<file path="src/source/mx_macros.svh">
// sizing defines for the merge subsystem, included by the package, the RTL and the testbench
`ifndef MX_MACROS_SVH
`define MX_MACROS_SVH

// symbols carried by one window
// every interface in the subsystem uses this width
`define MX_NUM_SYMBOLS 4

// bits per symbol
// the testbench puts the port id in the top bit
`define MX_SYMBOL_WIDTH 8

// symbols each input stage can buffer
// must be at least MX_NUM_SYMBOLS so a full window fits
`define MX_STAGE_DEPTH 8

// bits needed to count 0 to MX_NUM_SYMBOLS inclusive
`define MX_COUNT_WIDTH $clog2(`MX_NUM_SYMBOLS + 1)

// bits needed for a stage occupancy from 0 to MX_STAGE_DEPTH
`define MX_OCC_WIDTH $clog2(`MX_STAGE_DEPTH + 1)

// a stage always holds at least one full window
// so the offer can be read straight from the bottom slots
`define MX_MIN_DEPTH `MX_NUM_SYMBOLS

`endif

</file>
<file path="src/source/mx_pkg.sv">
// shared types for the merge subsystem, imported by every RTL module and the testbench
`include "mx_macros.svh"

package mx_pkg;

  // symbol count from 0 up to a full window
  typedef logic [`MX_COUNT_WIDTH-1:0] mx_count_t;

  // one symbol
  typedef logic [`MX_SYMBOL_WIDTH-1:0] mx_symbol_t;

  // window of symbols
  // slot 0 holds the oldest one
  typedef mx_symbol_t [`MX_NUM_SYMBOLS-1:0] mx_window_t;

  // sender side of one interface
  // receivable travels back on its own wire
  typedef struct packed {
    mx_count_t  sendable;
    mx_window_t data;
  } mx_offer_t;

  // port that leads the output window
  typedef enum logic {
    PRI_A = 1'b0,
    PRI_B = 1'b1
  } mx_pri_e;

  // merge composition state
  // held means both ports left symbols behind
  // and the lead contribution is frozen at its leftover
  typedef enum logic {
    MG_OPEN = 1'b0,
    MG_HELD = 1'b1
  } mx_merge_state_e;

endpackage

</file>
<file path="src/source/mx_stage.sv">
// per-port input buffer that takes a counted push and offers its oldest symbols as a window
`timescale 1ns/1ps
`include "mx_macros.svh"

module mx_stage (
  input  logic              clk,
  input  logic              rst_n,
  input  mx_pkg::mx_offer_t in,
  output mx_pkg::mx_count_t in_receivable,
  input  mx_pkg::mx_count_t pop,
  output mx_pkg::mx_offer_t offer
);

  import mx_pkg::*;

  localparam int depth     = `MX_STAGE_DEPTH;
  localparam int occ_width = `MX_OCC_WIDTH;
  localparam logic [occ_width-1:0] num_occ = occ_width'(`MX_NUM_SYMBOLS);

  // symbol storage
  // slot 0 is the oldest symbol held
  mx_symbol_t [depth-1:0] buf_q;
  mx_symbol_t [depth-1:0] buf_d;

  // number of valid symbols in buf_q
  logic [occ_width-1:0] occ_q;
  logic [occ_width-1:0] occ_d;
  logic [occ_width-1:0] free;
  logic [occ_width-1:0] keep;

  // symbols taken from the producer this cycle
  mx_count_t push;

  // free slots capped at one window
  assign free          = occ_width'(depth) - occ_q;
  assign in_receivable = (free >= num_occ) ? mx_count_t'(num_occ) : mx_count_t'(free);

  // transferred count is the lower of the two sides
  assign push = (in.sendable < in_receivable) ? in.sendable : in_receivable;

  // offer the bottom of the buffer
  // never more than a window
  assign offer.sendable = (occ_q >= num_occ) ? mx_count_t'(num_occ) : mx_count_t'(occ_q);
  assign offer.data     = mx_window_t'(buf_q[`MX_NUM_SYMBOLS-1:0]);

  // symbols that survive the pop
  assign keep  = occ_q - occ_width'(pop);
  assign occ_d = keep + occ_width'(push);

  // shift out the popped symbols and append the pushed ones on top
  always_comb begin
    int src;
    int slot;
    for (int i = 0; i < depth; i++) begin
      src  = i + int'(pop);
      slot = i - int'(keep);
      if (i < int'(keep) && src < depth) begin
        buf_d[i] = buf_q[src];
      end else if (slot >= 0 && slot < int'(push) && slot < `MX_NUM_SYMBOLS) begin
        buf_d[i] = in.data[slot];
      end else begin
        // slot above occupancy keeps stale data
        buf_d[i] = buf_q[i];
      end
    end
  end

  // occupancy is control state
  always_ff @(posedge clk or negedge rst_n) begin
    if (!rst_n) begin
      occ_q <= '0;
    end else begin
      occ_q <= occ_d;
    end
  end

  // payload storage
  always_ff @(posedge clk) begin
    buf_q <= buf_d;
  end

  // the merge must only take what this stage offers
  pop_within_offer_a : assert property (
    @(posedge clk) disable iff (!rst_n)
    pop <= offer.sendable
  ) else $error("mx_stage pop %0d exceeds offer %0d", pop, offer.sendable);

  // occupancy must stay inside the buffer
  occ_bound_a : assert property (
    @(posedge clk) disable iff (!rst_n)
    occ_q <= occ_width'(depth)
  ) else $error("mx_stage occupancy %0d out of range", occ_q);

  // the buffer has to hold at least one window
  initial begin
    if (depth < `MX_MIN_DEPTH) begin
      $error("mx_stage depth %0d below window size", depth);
    end
  end

endmodule

</file>
<file path="src/source/mx_merge.sv">
// merge of two stage windows into one output window with leftover order kept and rotating priority
`timescale 1ns/1ps
`include "mx_macros.svh"

module mx_merge (
  input  logic              clk,
  input  logic              rst_n,
  input  mx_pkg::mx_offer_t a,
  input  mx_pkg::mx_offer_t b,
  output mx_pkg::mx_count_t pop_a,
  output mx_pkg::mx_count_t pop_b,
  output mx_pkg::mx_offer_t out,
  input  mx_pkg::mx_count_t out_receivable
);

  import mx_pkg::*;

  localparam mx_count_t num_sym = mx_count_t'(`MX_NUM_SYMBOLS);

  // priority and hold state
  mx_pri_e         pri_q;
  mx_pri_e         pri_d;
  mx_merge_state_e state_q;
  mx_merge_state_e state_d;
  // leftover count of the lead port while held
  mx_count_t       cap_q;
  mx_count_t       cap_d;

  mx_offer_t lead;
  mx_offer_t other;
  mx_count_t lead_cnt;
  mx_count_t other_cnt;
  mx_count_t xfer;
  mx_count_t pop_lead;
  mx_count_t pop_other;
  mx_count_t left_lead;
  mx_count_t left_other;
  logic      both_offered;

  // route the ports by priority
  assign lead  = (pri_q == PRI_A) ? a : b;
  assign other = (pri_q == PRI_A) ? b : a;

  // held lead contribution is frozen at its leftover
  assign lead_cnt  = (state_q == MG_HELD && cap_q < lead.sendable) ? cap_q : lead.sendable;
  // other port fills what is left of the window
  assign other_cnt = (other.sendable < num_sym - lead_cnt) ? other.sendable : num_sym - lead_cnt;

  assign out.sendable = lead_cnt + other_cnt;

  // lead symbols first then the other port's oldest
  always_comb begin
    int j;
    for (int i = 0; i < `MX_NUM_SYMBOLS; i++) begin
      j = i - int'(lead_cnt);
      if (j < 0) begin
        out.data[i] = lead.data[i];
      end else begin
        out.data[i] = other.data[j];
      end
    end
  end

  // transfer is taken from the bottom so the lead drains first
  assign xfer       = (out.sendable < out_receivable) ? out.sendable : out_receivable;
  assign pop_lead   = (xfer < lead_cnt) ? xfer : lead_cnt;
  assign pop_other  = xfer - pop_lead;
  assign left_lead  = lead_cnt - pop_lead;
  assign left_other = other_cnt - pop_other;

  assign pop_a = (pri_q == PRI_A) ? pop_lead : pop_other;
  assign pop_b = (pri_q == PRI_A) ? pop_other : pop_lead;

  assign both_offered = (a.sendable != '0) && (b.sendable != '0);

  // next composition from what is left behind
  always_comb begin
    state_d = MG_OPEN;
    cap_d   = '0;
    pri_d   = pri_q;
    if (left_lead != '0 && left_other != '0) begin
      // both left symbols so freeze the lead part
      state_d = MG_HELD;
      cap_d   = left_lead;
    end else if (left_other != '0) begin
      // only the other port is behind so it leads
      pri_d = (pri_q == PRI_A) ? PRI_B : PRI_A;
    end else if (left_lead == '0 && both_offered) begin
      // window fully taken so rotate for fairness
      pri_d = (pri_q == PRI_A) ? PRI_B : PRI_A;
    end
  end

  always_ff @(posedge clk or negedge rst_n) begin
    if (!rst_n) begin
      pri_q   <= PRI_A;
      state_q <= MG_OPEN;
      cap_q   <= '0;
    end else begin
      pri_q   <= pri_d;
      state_q <= state_d;
      cap_q   <= cap_d;
    end
  end

  // pops on both ports add up to the output transfer
  pop_split_a : assert property (
    @(posedge clk) disable iff (!rst_n)
    int'(pop_a) + int'(pop_b) == int'(xfer)
  ) else $error("mx_merge pops %0d + %0d differ from transfer %0d", pop_a, pop_b, xfer);

  // a held lead still offers at least its leftover
  held_cap_a : assert property (
    @(posedge clk) disable iff (!rst_n)
    (state_q == MG_HELD) |-> (cap_q != '0 && lead.sendable >= cap_q)
  ) else $error("mx_merge held with cap %0d lead %0d", cap_q, lead.sendable);

endmodule

</file>
<file path="src/source/mx_sendable_checks.sv">
// integrity checker without outputs, placed on one multi-transfer interface to watch its sender
`timescale 1ns/1ps

module mx_sendable_checks #(
  parameter int num_symbols  = 2,
  parameter int symbol_width = 1,
  localparam int count_width = $clog2(num_symbols + 1)
) (
  input logic                                     clk,
  input logic                                     rst_n,
  input logic [count_width-1:0]                   receivable,
  input logic [count_width-1:0]                   sendable,
  input logic [num_symbols-1:0][symbol_width-1:0] data
);

  logic [count_width-1:0] xfer;
  logic [count_width-1:0] hold;
  // held count from the previous cycle
  logic [count_width-1:0] hold_q;

  // leftover moved down to slot 0
  logic [num_symbols-1:0][symbol_width-1:0] shifted;
  logic [num_symbols-1:0][symbol_width-1:0] shifted_q;
  // current data with slots above the leftover cleared
  logic [num_symbols-1:0][symbol_width-1:0] masked;

  assign xfer = (sendable < receivable) ? sendable : receivable;
  assign hold = (sendable > receivable) ? sendable - receivable : '0;

  always_comb begin
    int src;
    for (int i = 0; i < num_symbols; i++) begin
      src = i + int'(xfer);
      shifted[i] = '0;
      masked[i]  = '0;
      if (i < int'(hold) && src < num_symbols) begin
        shifted[i] = data[src];
      end
      if (i < int'(hold_q)) begin
        masked[i] = data[i];
      end
    end
  end

  always_ff @(posedge clk or negedge rst_n) begin
    if (!rst_n) begin
      hold_q <= '0;
    end else begin
      hold_q <= hold;
    end
  end

  // leftover window as it stood last cycle
  always_ff @(posedge clk) begin
    shifted_q <= shifted;
  end

  // leftover symbols stay offered
  no_revocation_a : assert property (
    @(posedge clk) disable iff (!rst_n)
    (hold_q != '0) |-> (sendable >= hold_q)
  ) else $error("sendable %0d dropped below leftover %0d", sendable, hold_q);

  // leftover symbols reappear unchanged at the bottom
  data_stable_a : assert property (
    @(posedge clk) disable iff (!rst_n)
    (hold_q != '0) |-> (masked == shifted_q)
  ) else $error("leftover data changed while held");

  // offered slots never carry unknown bits
  for (genvar i = 0; i < num_symbols; i++) begin : gen_known
    data_known_a : assert property (
      @(posedge clk) disable iff (!rst_n)
      (sendable > i) |-> !$isunknown(data[i])
    ) else $error("offered slot %0d is unknown", i);
  end

endmodule

</file>
<file path="src/source/mx_merge_top.sv">
// top of the merge subsystem with two input stages, the merge block and interface checkers
`timescale 1ns/1ps
`include "mx_macros.svh"

module mx_merge_top (
  input  logic              clk,
  input  logic              rst_n,
  input  mx_pkg::mx_offer_t in_a,
  input  mx_pkg::mx_offer_t in_b,
  output mx_pkg::mx_count_t in_a_receivable,
  output mx_pkg::mx_count_t in_b_receivable,
  output mx_pkg::mx_offer_t out,
  input  mx_pkg::mx_count_t out_receivable
);

  import mx_pkg::*;

  // stage windows toward the merge
  mx_offer_t offer_a;
  mx_offer_t offer_b;
  // symbols the merge takes from each stage
  mx_count_t pop_a;
  mx_count_t pop_b;

  // port a buffer
  mx_stage stage_a_i (
    .clk           (clk),
    .rst_n         (rst_n),
    .in            (in_a),
    .in_receivable (in_a_receivable),
    .pop           (pop_a),
    .offer         (offer_a)
  );

  // port b buffer
  mx_stage stage_b_i (
    .clk           (clk),
    .rst_n         (rst_n),
    .in            (in_b),
    .in_receivable (in_b_receivable),
    .pop           (pop_b),
    .offer         (offer_b)
  );

  mx_merge merge_i (
    .clk            (clk),
    .rst_n          (rst_n),
    .a              (offer_a),
    .b              (offer_b),
    .pop_a          (pop_a),
    .pop_b          (pop_b),
    .out            (out),
    .out_receivable (out_receivable)
  );

  // producer a toward stage a
  mx_sendable_checks #(
    .num_symbols  (`MX_NUM_SYMBOLS),
    .symbol_width (`MX_SYMBOL_WIDTH)
  ) chk_a_i (
    .clk        (clk),
    .rst_n      (rst_n),
    .receivable (in_a_receivable),
    .sendable   (in_a.sendable),
    .data       (in_a.data)
  );

  // producer b toward stage b
  mx_sendable_checks #(
    .num_symbols  (`MX_NUM_SYMBOLS),
    .symbol_width (`MX_SYMBOL_WIDTH)
  ) chk_b_i (
    .clk        (clk),
    .rst_n      (rst_n),
    .receivable (in_b_receivable),
    .sendable   (in_b.sendable),
    .data       (in_b.data)
  );

  // merged output toward the downstream
  mx_sendable_checks #(
    .num_symbols  (`MX_NUM_SYMBOLS),
    .symbol_width (`MX_SYMBOL_WIDTH)
  ) chk_out_i (
    .clk        (clk),
    .rst_n      (rst_n),
    .receivable (out_receivable),
    .sendable   (out.sendable),
    .data       (out.data)
  );

endmodule

</file>
<file path="config.mk">
export PLATFORM = sky130hd
export DESIGN_NAME = mx_merge_top
export DESIGN_NICKNAME = d
export VERILOG_FILES = /design/src/source/mx_pkg.sv /design/src/source/mx_stage.sv /design/src/source/mx_merge.sv /design/src/source/mx_sendable_checks.sv /design/src/source/mx_merge_top.sv
export VERILOG_INCLUDE_DIRS = /design/src /design/src/source
export SDC_FILE = /design/constraint.sdc
export NUM_CORES = 1
export LEC_CHECK = 0
export BUFFER_PORTS_ARGS = -buffer_cell sky130_fd_sc_hd__clkbuf_2
export CAP_MARGIN = 25
export CORE_MARGIN = 5
export CORE_UTILIZATION = 68
export DETAILED_ROUTE_END_ITERATION = 8
export PLACE_DENSITY = 0.88
export SLEW_MARGIN = 20
export SYNTH_ARGS = -nofsm -noshare
export SYNTH_HDL_FRONTEND = slang
export SYNTH_HIERARCHICAL = 1
export SYNTH_SLANG_ARGS = --single-unit
</file>
<file path="constraint.sdc">
create_clock -name clk -period 38.8 [get_ports clk]
set_clock_uncertainty 0.15 [all_clocks]
set_input_delay 7.76 -clock clk [delete_from_list [all_inputs] [get_ports clk]]
set_output_delay 7.76 -clock clk [all_outputs]
set_load 0.01 [all_outputs]
</file>
; ---- Word-level counts from Yosys, hierarchy flattened
; Cells that the tools add are included.
[word_totals]
register_bits = 141
input_bits = 75
out_inout_bits = 41
wordCells = 433
[op_classes]
n_addsub = 45
order_cmp = 130
muxes = 161
bitwise = 1
reduce_logical = 75
[ops]
columns = operator, count
row1 = $lt A32 B4 Y1 const B, 36
row2 = $lt A32 B5 Y1 const B, 28
row3 = $mux W8, 106
row4 = $ge A32 B1 Y1 const B, 16
row5 = $lt A32 B4 Y1, 16
row6 = $bmux W8 S3, 16
row7 = $bmux W8 S2, 20
row8 = $lt A32 B1 Y1 const B, 4
row9 = $mux W35, 2
row10 = $logic_and A1 B1 Y1, 52
row11 = $sub A3 B4 Y5 const A, 8
row12 = $mux W3, 13
row13 = $reduce_bool A2 Y1, 17
row14 = $add A3 B3 Y4 const A, 8
row15 = $lt A3 B4 Y1 const A, 8
row16 = $sub A1 B4 Y5 const A, 4
row17 = $sub A2 B4 Y5 const A, 4
row18 = $lt A3 B3 Y1, 6
row19 = $add A2 B3 Y4 const A, 4
row20 = $ge A4 B3 Y1 const B, 4
row21 = $lt A1 B4 Y1 const A, 4
row22 = $lt A2 B4 Y1 const A, 4
row23 = $lt A3 B4 Y1 const B, 4
row24 = $reduce_bool A3 Y1, 4
row25 = other kinds (13), 24

; ---- Logic depth before layout (Yosys ltp)
[depth]
depth_word = 23
ltp_mapped = 56
depth_no_buf = 49

; ---- Modules after synthesis
; The synthesis kept the hierarchy.
[modules_own_cells]
columns = module, n_inst, cells_each, area_each_um2, seq_area_each_um2
row1 = mx_stage at stage_b_i, 1, 617, 7300.8, 2021.9
row2 = mx_stage at stage_a_i, 1, 628, 7231.9, 2021.9
row3 = mx_merge, 1, 342, 2817.7, 125.1

; ---- Worst setup path after synthesis
; Ideal clock, no wire load.
[synth_timing]
path_type = input to register
start = input out_receivable[2]
end = register stage_b_i.buf_q (netlist bit stage_b_i/offer[16]), enable pin
setup_time_ps = 334
arrival_time_ps = 15102
required_time_ps = 38316
setup_slack_ps = 23214
stages = 34
path_buffers = 6
path_cell_list = inv_1 > ha_1 > nand2_1 > o21ai_1 > mux2i_1 > inv_2 > ha_1 > nor3_1 > a21oi_1 > inv_1 > a31o_2 > a21oi_1 > ha_1 > inv_1 > ha_1 > inv_1 > o21ai_0 > clkbuf_1 > clkbuf_1 > inv_1 > fa_1 > ha_1 > buf_2 > clkbuf_1 > clkbuf_1 > buf_1 > inv_1 > ha_1 > a21o_1 > a211o_1 > nor3_1 > ha_1 > o31ai_1 > nand2b_1
[synth_via]
elab_chain_cells = 12
elab_cells_between_ends = 18
cone_classes = 4 x add/sub / 7 x order compare / 3 x mux / 4 x reduce/logical
[synth_lines]
columns = element, line
row1 = "start, declared", mx_merge_top.sv:13  ; input mx_pkg::mx_count_t out_receivable
row2 = $lt A3 B3 Y1, mx_merge.sv:65  ; assign xfer = (out.sendable < out_receivable) ? out.sendable : out_receivable;
row3 = $mux W3 (*), n/a
row4 = $lt A3 B3 Y1, mx_merge.sv:66  ; assign pop_lead = (xfer < lead_cnt) ? xfer : lead_cnt;
row5 = $mux W3, mx_merge.sv:66
row6 = $sub A3 B3 Y3, mx_merge.sv:67  ; assign pop_other = xfer - pop_lead;
row7 = $mux W3 (*), mx_merge.sv:72  ; assign pop_b = (pri_q == PRI_A) ? pop_other : pop_lead;
row8 = named net pop_b[1], mx_merge_top.sv:23  ; mx_count_t pop_b;
row9 = $sub A4 B3 Y4, mx_stage.sv:47  ; assign keep = occ_q - occ_width'(pop);
row10 = $sub A2 B4 Y5, mx_stage.sv:56  ; slot = i - int'(keep);
row11 = $ge A32 B1 Y1 / $lt A32 B4 Y1 (equally long branches), mx_stage.sv:59  ; end else if (slot >= 0 && slot < int'(push) && slot < `MX_NUM_SYMBOLS) begin
row12 = $logic_and A1 B1 Y1, mx_stage.sv:59
row13 = $logic_and A1 B1 Y1 (no source line), n/a
row14 = $reduce_bool A2 Y1 (no source line) (*), n/a
row15 = "end signal, assigned", mx_stage.sv:79  ; buf_q <= buf_d;
row16 = "end, declared", mx_stage.sv:22  ; mx_symbol_t [depth-1:0] buf_q;
; The timed path passes the listed nets; every way through them passes the cells marked *.
; A chain may end at the register's enable or synchronous reset.

; ---- Final worst setup path
[layout_timing]
start = input out_receivable[2]
end = register stage_a_i.buf_q (netlist bit stage_a_i/offer[1]), enable pin
[layout_via]
elab_chain_cells = 12
elab_cells_between_ends = 17
cone_classes = 3 x add/sub / 7 x order compare / 3 x mux / 4 x reduce/logical
[layout_lines]
columns = element, line
row1 = $lt A3 B3 Y1, mx_merge.sv:65
row2 = $mux W3 (*), n/a
row3 = $lt A3 B3 Y1, mx_merge.sv:66
row4 = $mux W3, mx_merge.sv:66
row5 = $sub A3 B3 Y3, mx_merge.sv:67
row6 = $mux W3 (*), mx_merge.sv:71  ; assign pop_a = (pri_q == PRI_A) ? pop_lead : pop_other;
row7 = named net pop_a[2], mx_merge_top.sv:22  ; mx_count_t pop_a;
row8 = $sub A4 B3 Y4, mx_stage.sv:47
row9 = $sub A1 B4 Y5, mx_stage.sv:56
row10 = $ge A32 B1 Y1 / $lt A32 B4 Y1 (equally long branches), mx_stage.sv:59
row11 = $logic_and A1 B1 Y1, mx_stage.sv:59
row12 = $logic_and A1 B1 Y1 (no source line), n/a
row13 = $reduce_bool A2 Y1 (no source line) (*), n/a
row14 = "end signal, assigned", mx_stage.sv:79
row15 = "end, declared", mx_stage.sv:22
; Marked as above.

==> impl_metrics.ini <==
[yosys]
ys_seq_elements = 141
yosys_warnings = 6
synth_ff_type = edfxtp_1
synth-seq-area-share_pct = 24.0
async_reset_ff_share_pct = 9.22
yosys-top-cells-count = 217 x nand2_1, 203 x mux4_2, 128 x edfxtp_1, 115 x mux2_2, 110 x ha_1
synth_nets = 1775
synth_top_area_share_pct = 26.4
synthCells = 1587
avgSynthCellArea_sq_um = 10.9
synth_edf_count = 128
synth.area.top_cells = mux4_2 26%, edfxtp_1 22%, ha_1 7.9%, mux2_2 7.5%, nand2_1 4.7%
synth.most_common_cell = nand2_1
ys_types = 80
netlist_area_sq_mm = 0.0174
synth_top_area_cell = mux4_2

[sta]
fin_crit_ns = 15.71
finalMaxSlewViolations = 0
period_share_pct = 40.5
setup-tns-final_ns = 0
setup_viol = 0
relSlewSlack_pct = 27.5
max_slew.worst_pin.slew_ns = 1.09
hold_viol_final = 0
fmax_mhz = 63.6
rsz0062_at_grt = false

[drt]
drc_errors = 0
dr.pass1.iters = 6
wire_per_inst_microns = 25.3
routed_wl_mm = 48.6
first_iter_violations = 2157
drtAntennaViolNets = 0
via_per_inst = 7.44
via_count = 14300

[global_routing]
antenna_found_initial = 0
grt_pass1_wl_mm = 76.4
grt_max_degree = 69
grt.overflow.total = 0
grt_pass1_vias = 13900
grt_usage_pct = 33.4

[clock_tree]
clock_latency_ns = 0.44
post_cts_buffers = 0
clk_pin_slew_ns = 0.06
cts_tree = done
cts_sinks = 141
numCtsBuffers = 17
clockBufferDepth = 2
cts.repair.resized = 0
postCtsHoldBufs = 0
htreeDepth = 4
cts_root_buf = clkbuf_16

[final_layout]
area_growth_pct = 5.19
final_util_pct = 72.5
drive_gt1_share_pct = 33.9
diodes = 0
fill_cells = 1675
fin_nets = 1765

[critical_path]
cp_common_cell = ha_1
endpoint_kind = register
r2r-start = stage_a_i/occ_q[3]
worstSetupPathType = in -> reg
critPathLaunchType = primary input
cp_max_fo = 18
critPathArrivalTime_ns = 15.63
worst_ep_required_time_ns = 38.72
crit_path_start = out_receivable[2]
cp_slowest_cell = xor2_1
critical-path-max-stage-delay_ns = 0.75

[placed_design]
dp_hpwl_mm = 35.3
port_buffers = 115
globalplace.congestion = 0.925

[floorplan]
die_y_microns = 170
initial_core_util_pct = 68.9
dieWidth_microns = 170
coreArea_sq_mm = 0.0252
io_pins = 116
rows = 58
dieArea_sq_mm = 0.0288

[min_path]
hold_path_class = reg -> reg
worstHoldStart = stage_b_i/buf_q[63]

[run_status]
status = finished clean

[flow_run]
maxCapViolations = 0
[layout make-up]
cell class	count	area, sq um	share of cell area [%]
Multi-Input combinational cell	1200	12000	65.8
Sequential cell	141	4170	22.9
Timing Repair Buffer	140	778	4.26
Clock buffer	18	429	2.35
Tap cell	330	413	2.26
Inverter	77	292	1.60
Clock inverter	14	158	0.864
[cell families (layout without fill, tap and decap cells)]
kind of cell | Yosys count | after routing | share of synthesized area [%]
buffers and inverters | 246 | 249 | 7.09
and+or+nand+nor | 402 | 402 | 10.2
muxes | 386 | 386 | 37.8
xor gates and xnor gates | 27 | 27 | 1.47
DFF | 141 | 141 | 24.0
adders and majority gates | 114 | 114 | 8.34
AOI/OAI and AO/OA | 271 | 271 | 11.1
[registers in the layout, indices dropped and copies added (netlist names)]
signal / cells
merge_i/cap_q: 3
merge_i/pri_q: 1
merge_i/state_q: 1
stage_a_i/buf_q: 32
stage_a_i/occ_q: 4
stage_a_i/offer: 32
stage_b_i/buf_q: 32
stage_b_i/occ_q: 4
stage_b_i/offer: 32
[per-stage QoR]
step / std cells / worst slack (ns) / cell area [sq um] / hold WS (ns)
detailed placement: 1886 / 22.81 / 17600 / 0.710
global route: 1920 / 22.48 / 18300 / 0.759
finish: 1920 / 23.09 / 18300 / 0.735
floorplan: 1587 / 23.21 / 17400 / 0.616
CTS: 1918 / 23.18 / 18200 / 0.726
global placement: 1883 / 23.02 / 17600 / 0.678
[per-layer routing]
layer	GRT usage (%)	wire length [microns]	vias up
met2	55.5	24000	1126
li1	-	-	6066
met5	0	0	-
met4	12.1	1760	0
met1	44.4	16900	6946
met3	6.22	5930	154
[worst paths after layout]
check	to	cells past startpoint	slack, ns
min in group asynchronous	stage_a_i/occ_q[0]	1	7.08
min	stage_b_i/buf_q[39]	2	0.74
max in group asynchronous	merge_i/pri_q	1	31.12
max	stage_a_i/offer[1]	28	23.09
min reg2reg	stage_b_i/buf_q[39]	2	0.74
max reg2reg	stage_a_i/offer[1]	46	25.21
[worst max-delay path: cells and delay by family]
kind	cells	cell delay, ns
XOR/XNOR	1	0.75
adder cells (fa/ha/maj)	7	2.13
multiplexers	2	1.02
AO/OA/AOI/OAI	6	2.00
buffers and inverters	7	1.09
AND/OR/NAND/NOR	5	0.84
[cell usage in the layout, fill, tap and decap left out, drive strengths merged, types with 20 or more instances in the layout]
cell type and n:
a211oi 37, mux2 116, nor2 85, a21oi 51
buf 25, mux2i 67, a31oi 70, nor2b 38
clkbuf 133, inv 79, nand2 217, edfxtp 128
ha 110, mux4 203, xnor2 20, o21ai 31
Power is left out: the tool's default activity adds up to more than one toggle a clock period on the data nets, which glitch-free logic cannot reach.
